File: config.mk
export PLATFORM = sky130hd
export DESIGN_NAME = carry_top
export DESIGN_NICKNAME = d
export VERILOG_FILES = /design/src/carry_pkg.sv /design/src/release_if.sv /design/src/carry_lane_step.sv /design/src/carry_resolver.sv /design/src/carry_top.sv /design/src/slot_packer.sv
export VERILOG_INCLUDE_DIRS = /design/src
export SDC_FILE = /design/constraint.sdc
export NUM_CORES = 1
export LEC_CHECK = 0
export ABC_CLOCK_PERIOD_IN_PS = 6400
export BUFFER_PORTS_ARGS = -buffer_cell sky130_fd_sc_hd__buf_2
export CORE_ASPECT_RATIO = 0.5
export CORE_MARGIN = 4
export CORE_UTILIZATION = 59
export CTS_BUF_LIST = sky130_fd_sc_hd__clkbuf_16
export CTS_CLUSTER_DIAMETER = 60
export DETAILED_ROUTE_END_ITERATION = 16
export MAX_ROUTING_LAYER = met4
export PLACE_DENSITY = 0.81
export SLEW_MARGIN = 20
export SYNTH_ARGS = -nofsm -noshare
export SYNTH_HDL_FRONTEND = slang
export SYNTH_SLANG_ARGS = --single-unit
export TNS_END_PERCENT = 10
File: constraint.sdc
create_clock -name clk -period 6.4 [get_ports clk]
set_input_delay 1.28 -clock clk [delete_from_list [all_inputs] [get_ports clk]]
set_output_delay 1.28 -clock clk [all_outputs]
set_load 0.03 [all_outputs]
File: src/carry_settings.svh
`ifndef CARRY_SETTINGS_SVH
`define CARRY_SETTINGS_SVH

// ---------------------------------------------------------------------------
// Carry-resolution stage sizing
// ---------------------------------------------------------------------------

// One output byte of the range coder
`define CARRY_BYTE_W 8

// A coded symbol is one carry bit above one byte
`define CARRY_SYM_W 9

// Counter for the held-back run of 0xFF bytes
`define CARRY_RUN_W 8

// Input lanes per cycle and output slots per cycle
`define CARRY_LANES 2
`define CARRY_SLOTS 4

// Two release candidates per lane plus two for the final flush
`define CARRY_CANDS 6

`endif

File: src/carry_pkg.sv
`default_nettype none

`include "carry_settings.svh"

package carry_pkg;

    // Coded symbol as it leaves the arithmetic stage
    typedef struct packed {
        logic                     carry;
        logic [`CARRY_BYTE_W-1:0] data;
    } symbol_t;

    // What an output slot stands for
    typedef enum logic [1:0] {
        SLOT_NONE   = 2'd0,
        SLOT_LIT    = 2'd1,
        SLOT_RUN_FF = 2'd2,
        SLOT_RUN_00 = 2'd3
    } slot_kind_e;

    // The payload word is a byte for a literal and a count for a run
    typedef union packed {
        logic [`CARRY_BYTE_W-1:0] lit_byte;
        logic [`CARRY_RUN_W-1:0]  run_len;
    } slot_payload_u;

    typedef struct packed {
        slot_kind_e    kind;
        slot_payload_u payload;
    } emit_slot_t;

    localparam emit_slot_t EMPTY_SLOT = '0;

    function automatic emit_slot_t make_lit(input logic [`CARRY_BYTE_W-1:0] value);
        emit_slot_t s;
        s.kind             = SLOT_LIT;
        s.payload.lit_byte = value;
        return s;
    endfunction

    // A carry through the run turns every 0xFF of it into 0x00
    function automatic emit_slot_t make_run(input logic zeros,
                                            input logic [`CARRY_RUN_W-1:0] len);
        emit_slot_t s;
        s.kind            = zeros ? SLOT_RUN_00 : SLOT_RUN_FF;
        s.payload.run_len = len;
        return s;
    endfunction

endpackage

`default_nettype wire

File: src/release_if.sv
`timescale 1ns/1ps
`default_nettype none

`include "carry_settings.svh"

// ---------------------------------------------------------------------------
// Release candidates from the resolver to the slot packer
// ---------------------------------------------------------------------------
interface release_if;
    import carry_pkg::*;

    // High in every cycle that the resolver accepts an input
    logic cand_strobe;

    // Stream order: lane 0 literal, lane 0 run, lane 1 literal,
    // lane 1 run, flush literal, flush run
    // Unused entries carry SLOT_NONE
    emit_slot_t [`CARRY_CANDS-1:0] cands;

    modport src (
        output cand_strobe,
        output cands
    );

    modport dst (
        input cand_strobe,
        input cands
    );

endinterface

`default_nettype wire

File: src/carry_lane_step.sv
`timescale 1ns/1ps
`default_nettype none

`include "carry_settings.svh"

// ---------------------------------------------------------------------------
// Carry rule for a single symbol
// ---------------------------------------------------------------------------
module carry_lane_step (
    input  carry_pkg::symbol_t          sym,
    input  logic                        has_pending,
    input  logic [`CARRY_BYTE_W-1:0]    pending,
    input  logic [`CARRY_RUN_W-1:0]     run,
    output carry_pkg::emit_slot_t       lit,
    output carry_pkg::emit_slot_t       run_out,
    output logic                        next_has_pending,
    output logic [`CARRY_BYTE_W-1:0]    next_pending,
    output logic [`CARRY_RUN_W-1:0]     next_run
);
    import carry_pkg::*;

    logic [`CARRY_BYTE_W-1:0] lit_value;
    logic                     sym_is_ff;

    // The carry lands one place above its own byte, in the pending byte
    assign lit_value = pending + `CARRY_BYTE_W'(sym.carry);
    assign sym_is_ff = (sym.data == '1);

    always_comb begin
        lit              = EMPTY_SLOT;
        run_out          = EMPTY_SLOT;
        next_has_pending = 1'b1;
        next_pending     = pending;
        next_run         = run;

        if (!has_pending) begin
            // First byte of a stream, nothing below it to release yet
            next_pending = sym.data;
            next_run     = '0;
        end else if (sym_is_ff && !sym.carry) begin
            // A later carry could still ripple through this byte, so hold it
            next_run = run + 1'b1;
        end else begin
            // The carry is known now, so the pending byte and the run are final
            lit = make_lit(lit_value);
            if (run != '0) begin
                run_out = make_run(sym.carry, run);
            end
            next_pending = sym.data;
            next_run     = '0;
        end
    end

endmodule

`default_nettype wire

File: src/carry_resolver.sv
`timescale 1ns/1ps
`default_nettype none

`include "carry_settings.svh"

// ---------------------------------------------------------------------------
// Pending byte and 0xFF run state, two chained lanes and the final flush
// ---------------------------------------------------------------------------
module carry_resolver (
    input  logic                clk,
    input  logic                arst_n,
    input  logic                in_valid,
    input  logic                in_first,
    input  logic                in_final,
    input  logic [1:0]          in_count,
    input  carry_pkg::symbol_t  in_sym0,
    input  carry_pkg::symbol_t  in_sym1,
    release_if.src              rel
);
    import carry_pkg::*;

    logic                     has_pending_q;
    logic [`CARRY_BYTE_W-1:0] pending_q;
    logic [`CARRY_RUN_W-1:0]  run_q;

    logic                     lane0_has_pending;
    emit_slot_t               lane0_lit;
    emit_slot_t               lane0_run;
    logic                     lane0_next_has_pending;
    logic [`CARRY_BYTE_W-1:0] lane0_next_pending;
    logic [`CARRY_RUN_W-1:0]  lane0_next_run;

    emit_slot_t               lane1_lit;
    emit_slot_t               lane1_run;
    logic                     lane1_next_has_pending;
    logic [`CARRY_BYTE_W-1:0] lane1_next_pending;
    logic [`CARRY_RUN_W-1:0]  lane1_next_run;

    logic                     use_lane1;
    emit_slot_t               l1_lit;
    emit_slot_t               l1_run;
    logic                     post_has_pending;
    logic [`CARRY_BYTE_W-1:0] post_pending;
    logic [`CARRY_RUN_W-1:0]  post_run;

    emit_slot_t               flush_lit;
    emit_slot_t               flush_run;

    // A new stream forgets whatever the previous one left behind
    assign lane0_has_pending = has_pending_q & ~in_first;

    carry_lane_step lane0_step (
        .sym              (in_sym0),
        .has_pending      (lane0_has_pending),
        .pending          (pending_q),
        .run              (run_q),
        .lit              (lane0_lit),
        .run_out          (lane0_run),
        .next_has_pending (lane0_next_has_pending),
        .next_pending     (lane0_next_pending),
        .next_run         (lane0_next_run)
    );

    carry_lane_step lane1_step (
        .sym              (in_sym1),
        .has_pending      (lane0_next_has_pending),
        .pending          (lane0_next_pending),
        .run              (lane0_next_run),
        .lit              (lane1_lit),
        .run_out          (lane1_run),
        .next_has_pending (lane1_next_has_pending),
        .next_pending     (lane1_next_pending),
        .next_run         (lane1_next_run)
    );

    // One-lane cycles take the state straight from lane 0
    assign use_lane1        = (in_count == 2'd2);
    assign l1_lit           = use_lane1 ? lane1_lit : EMPTY_SLOT;
    assign l1_run           = use_lane1 ? lane1_run : EMPTY_SLOT;
    assign post_has_pending = use_lane1 ? lane1_next_has_pending : lane0_next_has_pending;
    assign post_pending     = use_lane1 ? lane1_next_pending : lane0_next_pending;
    assign post_run         = use_lane1 ? lane1_next_run : lane0_next_run;

    // No carry can follow the last byte, so the run is released as 0xFF
    always_comb begin
        flush_lit = EMPTY_SLOT;
        flush_run = EMPTY_SLOT;
        if (in_final && post_has_pending) begin
            flush_lit = make_lit(post_pending);
            if (post_run != '0) begin
                flush_run = make_run(1'b0, post_run);
            end
        end
    end

    assign rel.cand_strobe = in_valid;
    assign rel.cands       = {flush_run, flush_lit, l1_run, l1_lit, lane0_run, lane0_lit};

    // -----------------------------------------------------------------------
    // State
    // -----------------------------------------------------------------------
    always_ff @(posedge clk or negedge arst_n) begin
        if (!arst_n) begin
            has_pending_q <= 1'b0;
            run_q         <= '0;
        end else if (in_valid) begin
            has_pending_q <= post_has_pending & ~in_final;
            run_q         <= in_final ? '0 : post_run;
        end
    end

    always_ff @(posedge clk) begin
        if (in_valid) begin
            pending_q <= post_pending;
        end
    end

    // -----------------------------------------------------------------------
    // Checks
    // -----------------------------------------------------------------------
    // A run of 255 would wrap the counter, in either lane
    a_run_limit: assert property (@(posedge clk) disable iff (!arst_n)
        in_valid |-> (lane0_next_run != '1) && (post_run != '1));

    // The first byte of a stream has nothing below it to carry into
    a_no_orphan_carry: assert property (@(posedge clk) disable iff (!arst_n)
        in_valid && !lane0_has_pending |-> !in_sym0.carry);

    a_lane_count: assert property (@(posedge clk) disable iff (!arst_n)
        in_valid |-> in_count inside {2'd1, 2'd2});

endmodule

`default_nettype wire

File: src/carry_top.sv
`timescale 1ns/1ps
`default_nettype none

`include "carry_settings.svh"

// ---------------------------------------------------------------------------
// Carry-resolution stage of the range coder byte output
// ---------------------------------------------------------------------------
module carry_top (
    input  logic                                        clk,
    input  logic                                        arst_n,
    input  logic                                        in_valid,
    input  logic                                        in_first,
    input  logic                                        in_final,
    input  logic [1:0]                                  in_count,
    input  carry_pkg::symbol_t                          in_sym0,
    input  carry_pkg::symbol_t                          in_sym1,
    output logic                                        out_valid,
    output logic [2:0]                                  out_count,
    output carry_pkg::emit_slot_t [`CARRY_SLOTS-1:0]    out_slots
);

    release_if rel_bus ();

    // Combinational carry resolution, state updates on the accepting edge
    carry_resolver u_resolver (
        .clk      (clk),
        .arst_n   (arst_n),
        .in_valid (in_valid),
        .in_first (in_first),
        .in_final (in_final),
        .in_count (in_count),
        .in_sym0  (in_sym0),
        .in_sym1  (in_sym1),
        .rel      (rel_bus.src)
    );

    // One cycle of latency through the slot register
    slot_packer u_packer (
        .clk       (clk),
        .arst_n    (arst_n),
        .rel       (rel_bus.dst),
        .out_valid (out_valid),
        .out_count (out_count),
        .out_slots (out_slots)
    );

endmodule

`default_nettype wire

File: src/slot_packer.sv
`timescale 1ns/1ps
`default_nettype none

`include "carry_settings.svh"

// ---------------------------------------------------------------------------
// Compacts release candidates into contiguous, registered output slots
// ---------------------------------------------------------------------------
module slot_packer (
    input  logic                                        clk,
    input  logic                                        arst_n,
    release_if.dst                                      rel,
    output logic                                        out_valid,
    output logic [2:0]                                  out_count,
    output carry_pkg::emit_slot_t [`CARRY_SLOTS-1:0]    out_slots
);
    import carry_pkg::*;

    emit_slot_t [`CARRY_SLOTS-1:0] slots_nxt;
    logic [2:0]                    count_nxt;

    // Walk the candidates in stream order and stack the used ones from slot 0
    always_comb begin
        slots_nxt = '0;
        count_nxt = '0;
        if (rel.cand_strobe) begin
            for (int i = 0; i < `CARRY_CANDS; i++) begin
                if (rel.cands[i].kind != SLOT_NONE) begin
                    if (count_nxt < `CARRY_SLOTS) begin
                        slots_nxt[count_nxt] = rel.cands[i];
                    end
                    count_nxt = count_nxt + 1'b1;
                end
            end
        end
    end

    // -----------------------------------------------------------------------
    // Output register
    // -----------------------------------------------------------------------
    always_ff @(posedge clk or negedge arst_n) begin
        if (!arst_n) begin
            out_valid <= 1'b0;
            out_count <= '0;
            out_slots <= '0;
        end else begin
            // An input that only grew the run releases nothing and stays silent
            out_valid <= (count_nxt != '0);
            out_count <= count_nxt;
            out_slots <= slots_nxt;
        end
    end

    // Six candidates exist but the carry rule never releases more than four
    a_slot_capacity: assert property (@(posedge clk) disable iff (!arst_n)
        rel.cand_strobe |-> count_nxt <= `CARRY_SLOTS);

endmodule

`default_nettype wire

* Word-level counts from Yosys, hierarchy flattened
Cells that the tools add are included.
** Word-level totals
- Input bits :: 25
- Output and inout bits :: 44
- Flip-flop bits (word level) :: 61
- Logic and storage cells :: 130
** Operators by class
- Mux-type cells :: 68
- Bitwise logic cells :: 3
- Reductions and logical operators :: 19
- Eq/ne operators :: 3
- Add/sub/neg operators :: 9
- $lt $le $gt $ge :: 15
** Operators by type and width (number)
- 40-bit 2-to-1 mux :: 15
- 40-bit bitwise mux :: 5
- 10-bit 2-to-1 mux :: 14
- 10-bit demux with 2-bit select :: 5
- 8-bit 2-to-1 mux :: 9
- 9-bit 2-to-1 mux :: 6
- 3-bit 2-to-1 mux :: 11
- 3-bit < comparator (second input constant) :: 10
- 8-bit nonzero test :: 3
- 8-bit by 1-bit adder with 8-bit output :: 2
- 8-bit by 1-bit adder with 8-bit output (second input constant) :: 2
- 8-bit == test (second input constant) :: 2
- 3-bit by 1-bit adder with 3-bit output (second input constant) :: 5
- 3-bit by 1-bit >= comparator with 1-bit output (second input constant) :: 5
- 2-bit nonzero test :: 6
- 1-bit logical AND :: 7
- 1-bit 2-to-1 mux :: 3
- 3-bit nonzero test :: 1
- 2-bit == test (second input constant) :: 1
- 1-bit logical NOT :: 2
- 1-bit NOT :: 2
- 1-bit bitwise AND :: 1

* Depth between registers and ports, before layout
Gate-level depths: netlist of the first run.
- Word-level depth :: 31
- Gate-level depth with buffers :: 24
- Depth with buffers taken out :: 21

* Cells and area by module
Synthesis of the first run repeated with hierarchy kept, for this count alone.
** Unflattened totals
- Cell total of the unflattened synthesis :: 689
- Area, all modules :: 5780.5 um^2
** By module, submodules not included
- slot_packer :: times used 1, area each 3360.7 um^2, cells each 396, sequential area each 1101.1 um^2
- carry_resolver :: times used 1, area each 1238.7 um^2, cells each 113, sequential area each 465.4 um^2
- carry_lane_step :: times used 2, area each 590.6 um^2, cells each 90, sequential area each 0.0 um^2

* Worst setup path before layout of the first run
OpenSTA, ideal clock, no wires.
- Path type :: input port to flip-flop
- Start :: in in_sym0[4] (netlist bit)
- End :: reg, netlist name u_packer.out_slots[36]
- Data arrival time :: 5728 ps
- Data required time :: 6328 ps
- Buffers on the path :: 4
- Stages on the path :: 23
- Slack :: 600 ps
- Setup time :: 72 ps
- Cell sequence :: buf_2 -> nand4_1 -> o21ai_0 -> clkbuf_1 -> nor2_1 -> ha_1 -> inv_1 -> nor3_2 -> clkinv_1 -> clkbuf_1 -> ha_1 -> a211o_1 -> o21ai_0 -> inv_1 -> ha_1 -> nand2_1 -> o21ai_0 -> ha_1 -> nand2_1 -> a31oi_1 -> buf_2 -> mux2_1 -> nor2_1
** RTL lines
- from (decl) :: line carry_top.sv:16 : input carry_pkg::symbol_t in_sym0,

==> results of run 1 <==
-- flip-flops by register name (all words and copies together) (netlist names) --
signal / count
u_packer.out_valid: 1
u_resolver.run_q: 8
u_resolver.pending_q: 8
u_resolver.has_pending_q: 1
u_packer.out_count: 3
u_packer.out_slots: 40
-- metrics by stage --
step	cells	hold slack, ps	utilization [%]	power (uW)	setup slack, ps
4_1_cts	781	595	71.2	1090	749
2_1_floorplan	609	513	-	555	600
6_report	782	615	71.2	1100	684
5_1_grt	781	641	71.2	1130	187
3_5_place_dp	766	586	67.8	627	455
3_3_place_gp	766	571	67.8	623	696
-- final timing paths --
kind	start	end	slack, ps	cells after the start
worst max-delay path	in_sym0[4]	u_packer.out_slots[32]	680	21
max in group asynchronous	arst_n	u_packer.out_slots[3]	4820	2
worst min register to register	u_resolver.has_pending_q	u_resolver.has_pending_q	610	1
worst max register to register	u_resolver.run_q[5]	u_packer.out_slots[32]	940	20
worst min-delay path	u_resolver.has_pending_q	u_resolver.has_pending_q	610	1
min in group asynchronous	arst_n	u_resolver.run_q[0]	1080	2
-- power groups by stage --
stage | clock network, uW | logic, uW | registers [uW]
2_1_floorplan | 0 | 110 | 446
3_3_place_gp | 0 | 194 | 429
3_5_place_dp | 0 | 198 | 429
4_1_cts | 467 | 199 | 423
5_1_grt | 487 | 219 | 425
6_report | 468 | 205 | 424
-- cell usage in the layout, fill, tap and decap left out, types with 4 or more instances in the layout --
| master | count |
|---|---|
| a31oi_1 | 9 |
| nand3_1 | 24 |
| a211oi_1 | 20 |
| dfrtp_1 | 53 |
| and2_1 | 4 |
| o21ai_0 | 20 |
| nand4_1 | 10 |
| o2bb2ai_1 | 6 |
| a21o_1 | 11 |
| ha_1 | 24 |
| nand2_1 | 62 |
| o22ai_1 | 22 |
| nand2b_1 | 9 |
| a311oi_1 | 6 |
| xor2_1 | 10 |
| xnor2_1 | 14 |
| a22oi_1 | 4 |
| o31ai_1 | 4 |
| mux2_1 | 6 |
| edfxtp_1 | 8 |
| nor2_1 | 52 |
| a211o_1 | 4 |
| o211ai_1 | 5 |
| mux2i_1 | 34 |
| buf_2 | 68 |
| clkbuf_16 | 9 |
| nor3_1 | 12 |
| a21oi_1 | 30 |
| inv_1 | 17 |
| o21a_1 | 10 |
| and3_1 | 9 |
| buf_4 | 20 |
| nand3b_1 | 4 |
-- worst max-delay path, stage by stage --
cell,delay (ps)
buf_2,170
nand4_1,260
o21ai_0,490
inv_1,120
ha_1,370
xnor2_1,400
inv_1,140
ha_1,230
ha_1,280
a211o_1,300
o21ai_0,190
inv_1,130
ha_1,330
nand2_1,120
o21ai_0,120
ha_1,170
nand2_1,50
a31oi_1,130
buf_4,210
mux2_1,350
nor2_1,140
-- routing by layer --
layer	up-vias	share of wire [%]	track usage, %
met5	-	0	-
met4	0	2.7	11.8
li1	2385	-	-
met1	2576	42	53.2
met3	66	15	11.5
met2	390	41	51.9
-- cell type report --
cell class / instances / share of cell area (%)
diodes: 1 / 0.0427
inverters: 19 / 1.22
multi-input cells: 486 / 56.5
clock buffers: 9 / 3.84
well taps: 112 / 2.39
repair buffers: 88 / 8.37
flip-flops and latches: 61 / 26.7
clock inverters: 6 / 0.918
-- kinds of logic after synthesis --
kind of cell | share of synthesized area (%)
and+or+nand+nor | 20.2
AOI/OAI and AO/OA | 25.8
buffers and inverters | 4.92
DFF | 30.5
muxes | 8.61
xor gates and xnor gates | 4.10
adders and majority gates | 5.85
==> summary.txt, run 1 <==
Outcome
  • Status: complete, no violations

Place
  • IO buf count: 68
  • Cell Area, Placed: 5580 um2
  • Gp weighted congestion: 1.03
  • Hpwl dp: 14300 um

Routing
  • Drt pass-1 iters: 5
  • Post-DRT Antenna Nets: 0
  • Vias/cell: 6.93
  • 1st-iter DRT viols: 883
  • DRC: 0
  • Vias post-DR: 5417
  • Routed WL per cell: 24.2 um
  • WL final: 19000 um

Floorplanning
  • Initial core utilization: 62.4%
  • Core Area: 8230 um2
  • Die height: 74.0 um
  • IO Count: 69
  • Die ar.: 10300 um2
  • Rows: 23
  • Die extent in x: 140 um

Logic synthesis
  • Area contributors post-synth: dfrtp_1 (26%), mux2i_1 (6.6%), ha_1 (5.9%)
  • Number of synthesized flops with an enable pin: 8
  • Top FF cell, synth: dfrtp_1
  • Post-synthesis sequential area ratio: 30.5%
  • Share of the synthesized area in the top cell type: 25.8%
  • Synth unique cells: 71
  • Most frequent cells after synthesis: nand2_1 (62), dfrtp_1 (53), nor2_1 (52), mux2i_1 (34), a21oi_1 (30)
  • Register bit total from synthesis: 61
  • Ys async rst share: 86.9%
  • Post-Synthesis Cells: 609
  • Syn avg cell area: 8.43 um2
  • Top-count cell post-synth: nand2_1
  • Mapped Area: 5130 um2
  • Yosys Warn Count: 0
  • Area leader, netlist: dfrtp_1
  • Syn Nets: 658

STA
  • Fin crit share: 89.3%
  • Worst slew pin tran: 1090 ps
  • Relative slew slack: 27.0%
  • Max Clock Freq: 175 MHz
  • Setup tns final: 0 ps
  • Tmin final: 5720 ps
  • Clock Skews: 5.57 ps
  • RSZ-0062 raised after global routing: no
  • Final Slew Violations: 0
  • Endpoints failing hold: 0
  • Final setup vio count: 0

Finish
  • Share of layout cells above drive strength 1: 18.2%
  • Final instance area: 5860 um2
  • Register area: 1570 um2
  • Multi-input logic area: 3310 um2
  • Layout area overhead: 14.2%
  • FILL cells: 637
  • Nets@finish: 714

Power
  • Worst vdd ir: 0.122 mV
  • P per Cell Area: 187 nW/um2
  • Internal power: 770 uW
  • Sw Ratio: 29.7%
  • Sequential power share: 38.7%
  • Comb power frac: 18.7%
  • Pleak: 0.00267 uW
  • Switching power total: 326 uW
  • Clk pwr share: 42.7%

GRT
  • Initial antenna violation count: 0
  • Vias in the first global route: 4935
  • First-pass GRT wire length: 28500 um
  • Total track usage: 37.7%
  • Total gr overflow: 0
  • Pin count of the biggest net entering global routing: 54

Clock tree
  • CTS tree: yes
  • CTS Buffer Depth: 2
  • Skew-Pair Late Insertion Delay: 330 ps
  • H-Tree Level Count: 3
  • Inserted Clock Buffers: 9
  • # clock sinks: 61
  • Setup Fix Bufs, Post-CTS: 0
  • Hold-fix buffers, CTS: 0
  • Cts repair resizes: 0
  • Clk root buf: clkbuf_16
  • Clock Pin Slew Worst Setup and Hold Paths: 50 ps

Worst setup path
  • CP Data Arrival Time: 5960 ps
  • WS Path Type: in -> reg
  • Required time of the critical path: 6650 ps
  • Critical path endpoint category: flip-flop
  • Critical Path Source Type: primary input
  • Crit path max fanout: 11

Worst hold path
  • HP Class: reg -> reg

Run
  • Max Cap Viol: 0
Power figures use the tool's default switching activity.
==> run 2, diff against run 1 <==
- CORE_ASPECT_RATIO: 0.5 -> 1.25
- HOLD_SLACK_MARGIN: not set -> 0.03
==> summary.txt, run 2 (same netlist as run 1, synthesis figures left out) <==
Worst setup path
  • Required time of the critical path: 6660 ps
  • CP Buf/Inv Count: 6
  • Slowest CP cell: o21ai_0
  • Critical path endpoint category: flip-flop
  • Critical Path Source Type: primary input
  • CP Data Arrival Time: 5810 ps
  • WS Path Type: in -> reg
  • Crit path max fanout: 11
  • CP delay by family, top: adder cells
  • Crit path largest cell delay: 520 ps
  • Worst-path cell chain: buf_2, nand4_1, o21ai_0, inv_1, ha_1, xnor2_1, buf_4, inv_1, ha_1, ha_1, a211o_1, o21ai_0, inv_1, ha_1, nand2_1, o21ai_0, ha_1, nand2_1, a31oi_1, buf_4, mux2_1, nor2_1
  • CP most frequent cell: ha_1

Routing
  • Post-DRT Antenna Nets: 0
  • Vias post-DR: 5284
  • Drt pass-1 iters: 6
  • DRC: 0
  • WL final: 17300 um
  • Routed WL per cell: 22.2 um
  • 1st-iter DRT viols: 459
  • Vias/cell: 6.75

Finish
  • Largest registers: u_packer.out_slots x40, u_resolver.pending_q x8, u_resolver.run_q x8
  • ANT cells: 0
  • Max FFs per register: 40
  • Most frequent cells in the layout: buf_2 (68), nand2_1 (62), dfrtp_1 (53)
  • Layout area overhead: 13.6%
  • Final Util: 69.6%
  • Commonest non-fill, non-tap cell in the layout: buf_2
  • Share of layout cells above drive strength 1: 18.0%
  • Nets@finish: 710
  • Most flops, register: u_packer.out_slots
  • Final instance area: 5830 um2

STA
  • Endpoints failing hold: 0
  • Relative slew slack: 25.2%
  • PnR worst setup slack: 845 ps
  • Tmin final: 5550 ps
  • Final Slew Violations: 0
  • Worst slew pin tran: 1110 ps
  • Clock Skews: 11.3 ps
  • Final setup vio count: 0
  • Setup tns final: 0 ps
  • RSZ-0062 raised after global routing: no
  • Max Clock Freq: 180 MHz
  • Fin crit share: 86.8%

Power
  • Sw Ratio: 31.1%
  • Internal power: 737 uW
  • Pleak: 0.00264 uW
  • Clk pwr share: 41.9%
  • Comb power frac: 18.6%
  • Switching power total: 333 uW
  • P per Cell Area: 184 nW/um2
  • Sequential power share: 39.6%
  • Worst vdd ir: 0.122 mV

Floorplanning
  • Die ar.: 10300 um2
  • Rows: 37
  • Die height: 112 um
  • IO Count: 69
  • Die extent in x: 91.4 um
  • Core Area: 8380 um2
  • Initial core utilization: 61.3%

Clock tree
  • Clk root buf: clkbuf_16
  • CTS tree: yes
  • Setup Fix Bufs, Post-CTS: 0
  • Skew-Pair Late Insertion Delay: 340 ps
  • Cts repair resizes: 0
  • Inserted Clock Buffers: 9
  • H-Tree Level Count: 3
  • Clock Pin Slew Worst Setup and Hold Paths: 60 ps
  • CTS Buffer Depth: 2
  • # clock sinks: 61
  • Hold-fix buffers, CTS: 0

Place
  • IO buf count: 68
  • Gp weighted congestion: 1.05
  • Hpwl dp: 12900 um
  • Cell Area, Placed: 5560 um2
  • Pre-CTS setup slack: 614 ps

GRT
  • Most Crowded Layer GR: met2
  • Pin count of the biggest net entering global routing: 54
  • Vias in the first global route: 5128
  • M3 GR Usage: 6.84%
  • Initial antenna violation count: 0
  • Grt met2 use: 56.6%
  • Total gr overflow: 0
  • Total track usage: 34.9%
  • First-pass GRT wire length: 27200 um
  • Grt met1 use: 40.6%

Worst hold path
  • HP Class: reg -> reg

Outcome
  • Status: complete, no violations

Run
  • Max Cap Viol: 0
[run 2: cell types whose count changed in the layout (fill, tap and decap cells not counted)]
| cell | change |
|---|---|
| inv_4 | -1 |
| buf_4 | -4 |
| bufinv_16 | -1 |
| clkinv_4 | +2 |
| diode_2 | -1 |
| inv_6 | +2 |
| clkinv_1 | -1 |
[run 2: final cells by class]
| cell class | instances | area, um2 |
|---|---|---|
| Clock buffer | 9 | 225 |
| Clock inverter | 7 | 48.8 |
| Fill cell | 694 | 2550 |
| Inverter | 19 | 71.3 |
| Multi-Input combinational cell | 486 | 3310 |
| Sequential cell | 61 | 1570 |
| Tap cell | 117 | 146 |
| Timing Repair Buffer | 84 | 460 |
[run 2: worst paths after layout]
kind	slack [ps]	startpoint	depth (start not counted)	to
setup reg to reg	1360	u_resolver.run_q[5]	21	u_packer.out_slots[32]
hold / removal	640	u_resolver.has_pending_q	1	u_resolver.has_pending_q
hold reg to reg	640	u_resolver.has_pending_q	1	u_resolver.has_pending_q
min in group asynchronous	1060	arst_n	2	u_packer.out_slots[4]
setup / recovery	850	in_sym0[4]	22	u_packer.out_slots[32]
max in group asynchronous	4870	arst_n	2	u_resolver.has_pending_q
[run 2: stage by stage]
step	power [uW]	cells	hold WS [ps]
2_1_floorplan	555	609	513
3_3_place_gp	619	767	582
3_5_place_dp	624	767	594
4_1_cts	1070	783	605
5_1_grt	1110	783	666
6_report	1070	783	643
[run 2: power by group through the flow]
stage          combinational, uW  sequential, uW  clock [uW]
2_1_floorplan                110             446           0
3_5_place_dp                 194             429           0
5_1_grt                      216             425         473
4_1_cts                      195             422         453
6_report                     199             423         448
3_3_place_gp                 190             429           0
[run 2: routing by layer]
| metal | wire [um] | share of wire (%) |
|---|---|---|
| met5 | 0 | 0 |
| met4 | 943 | 5.4 |
| met3 | 1500 | 8.6 |
| met2 | 8480 | 49 |
| met1 | 6430 | 37 |
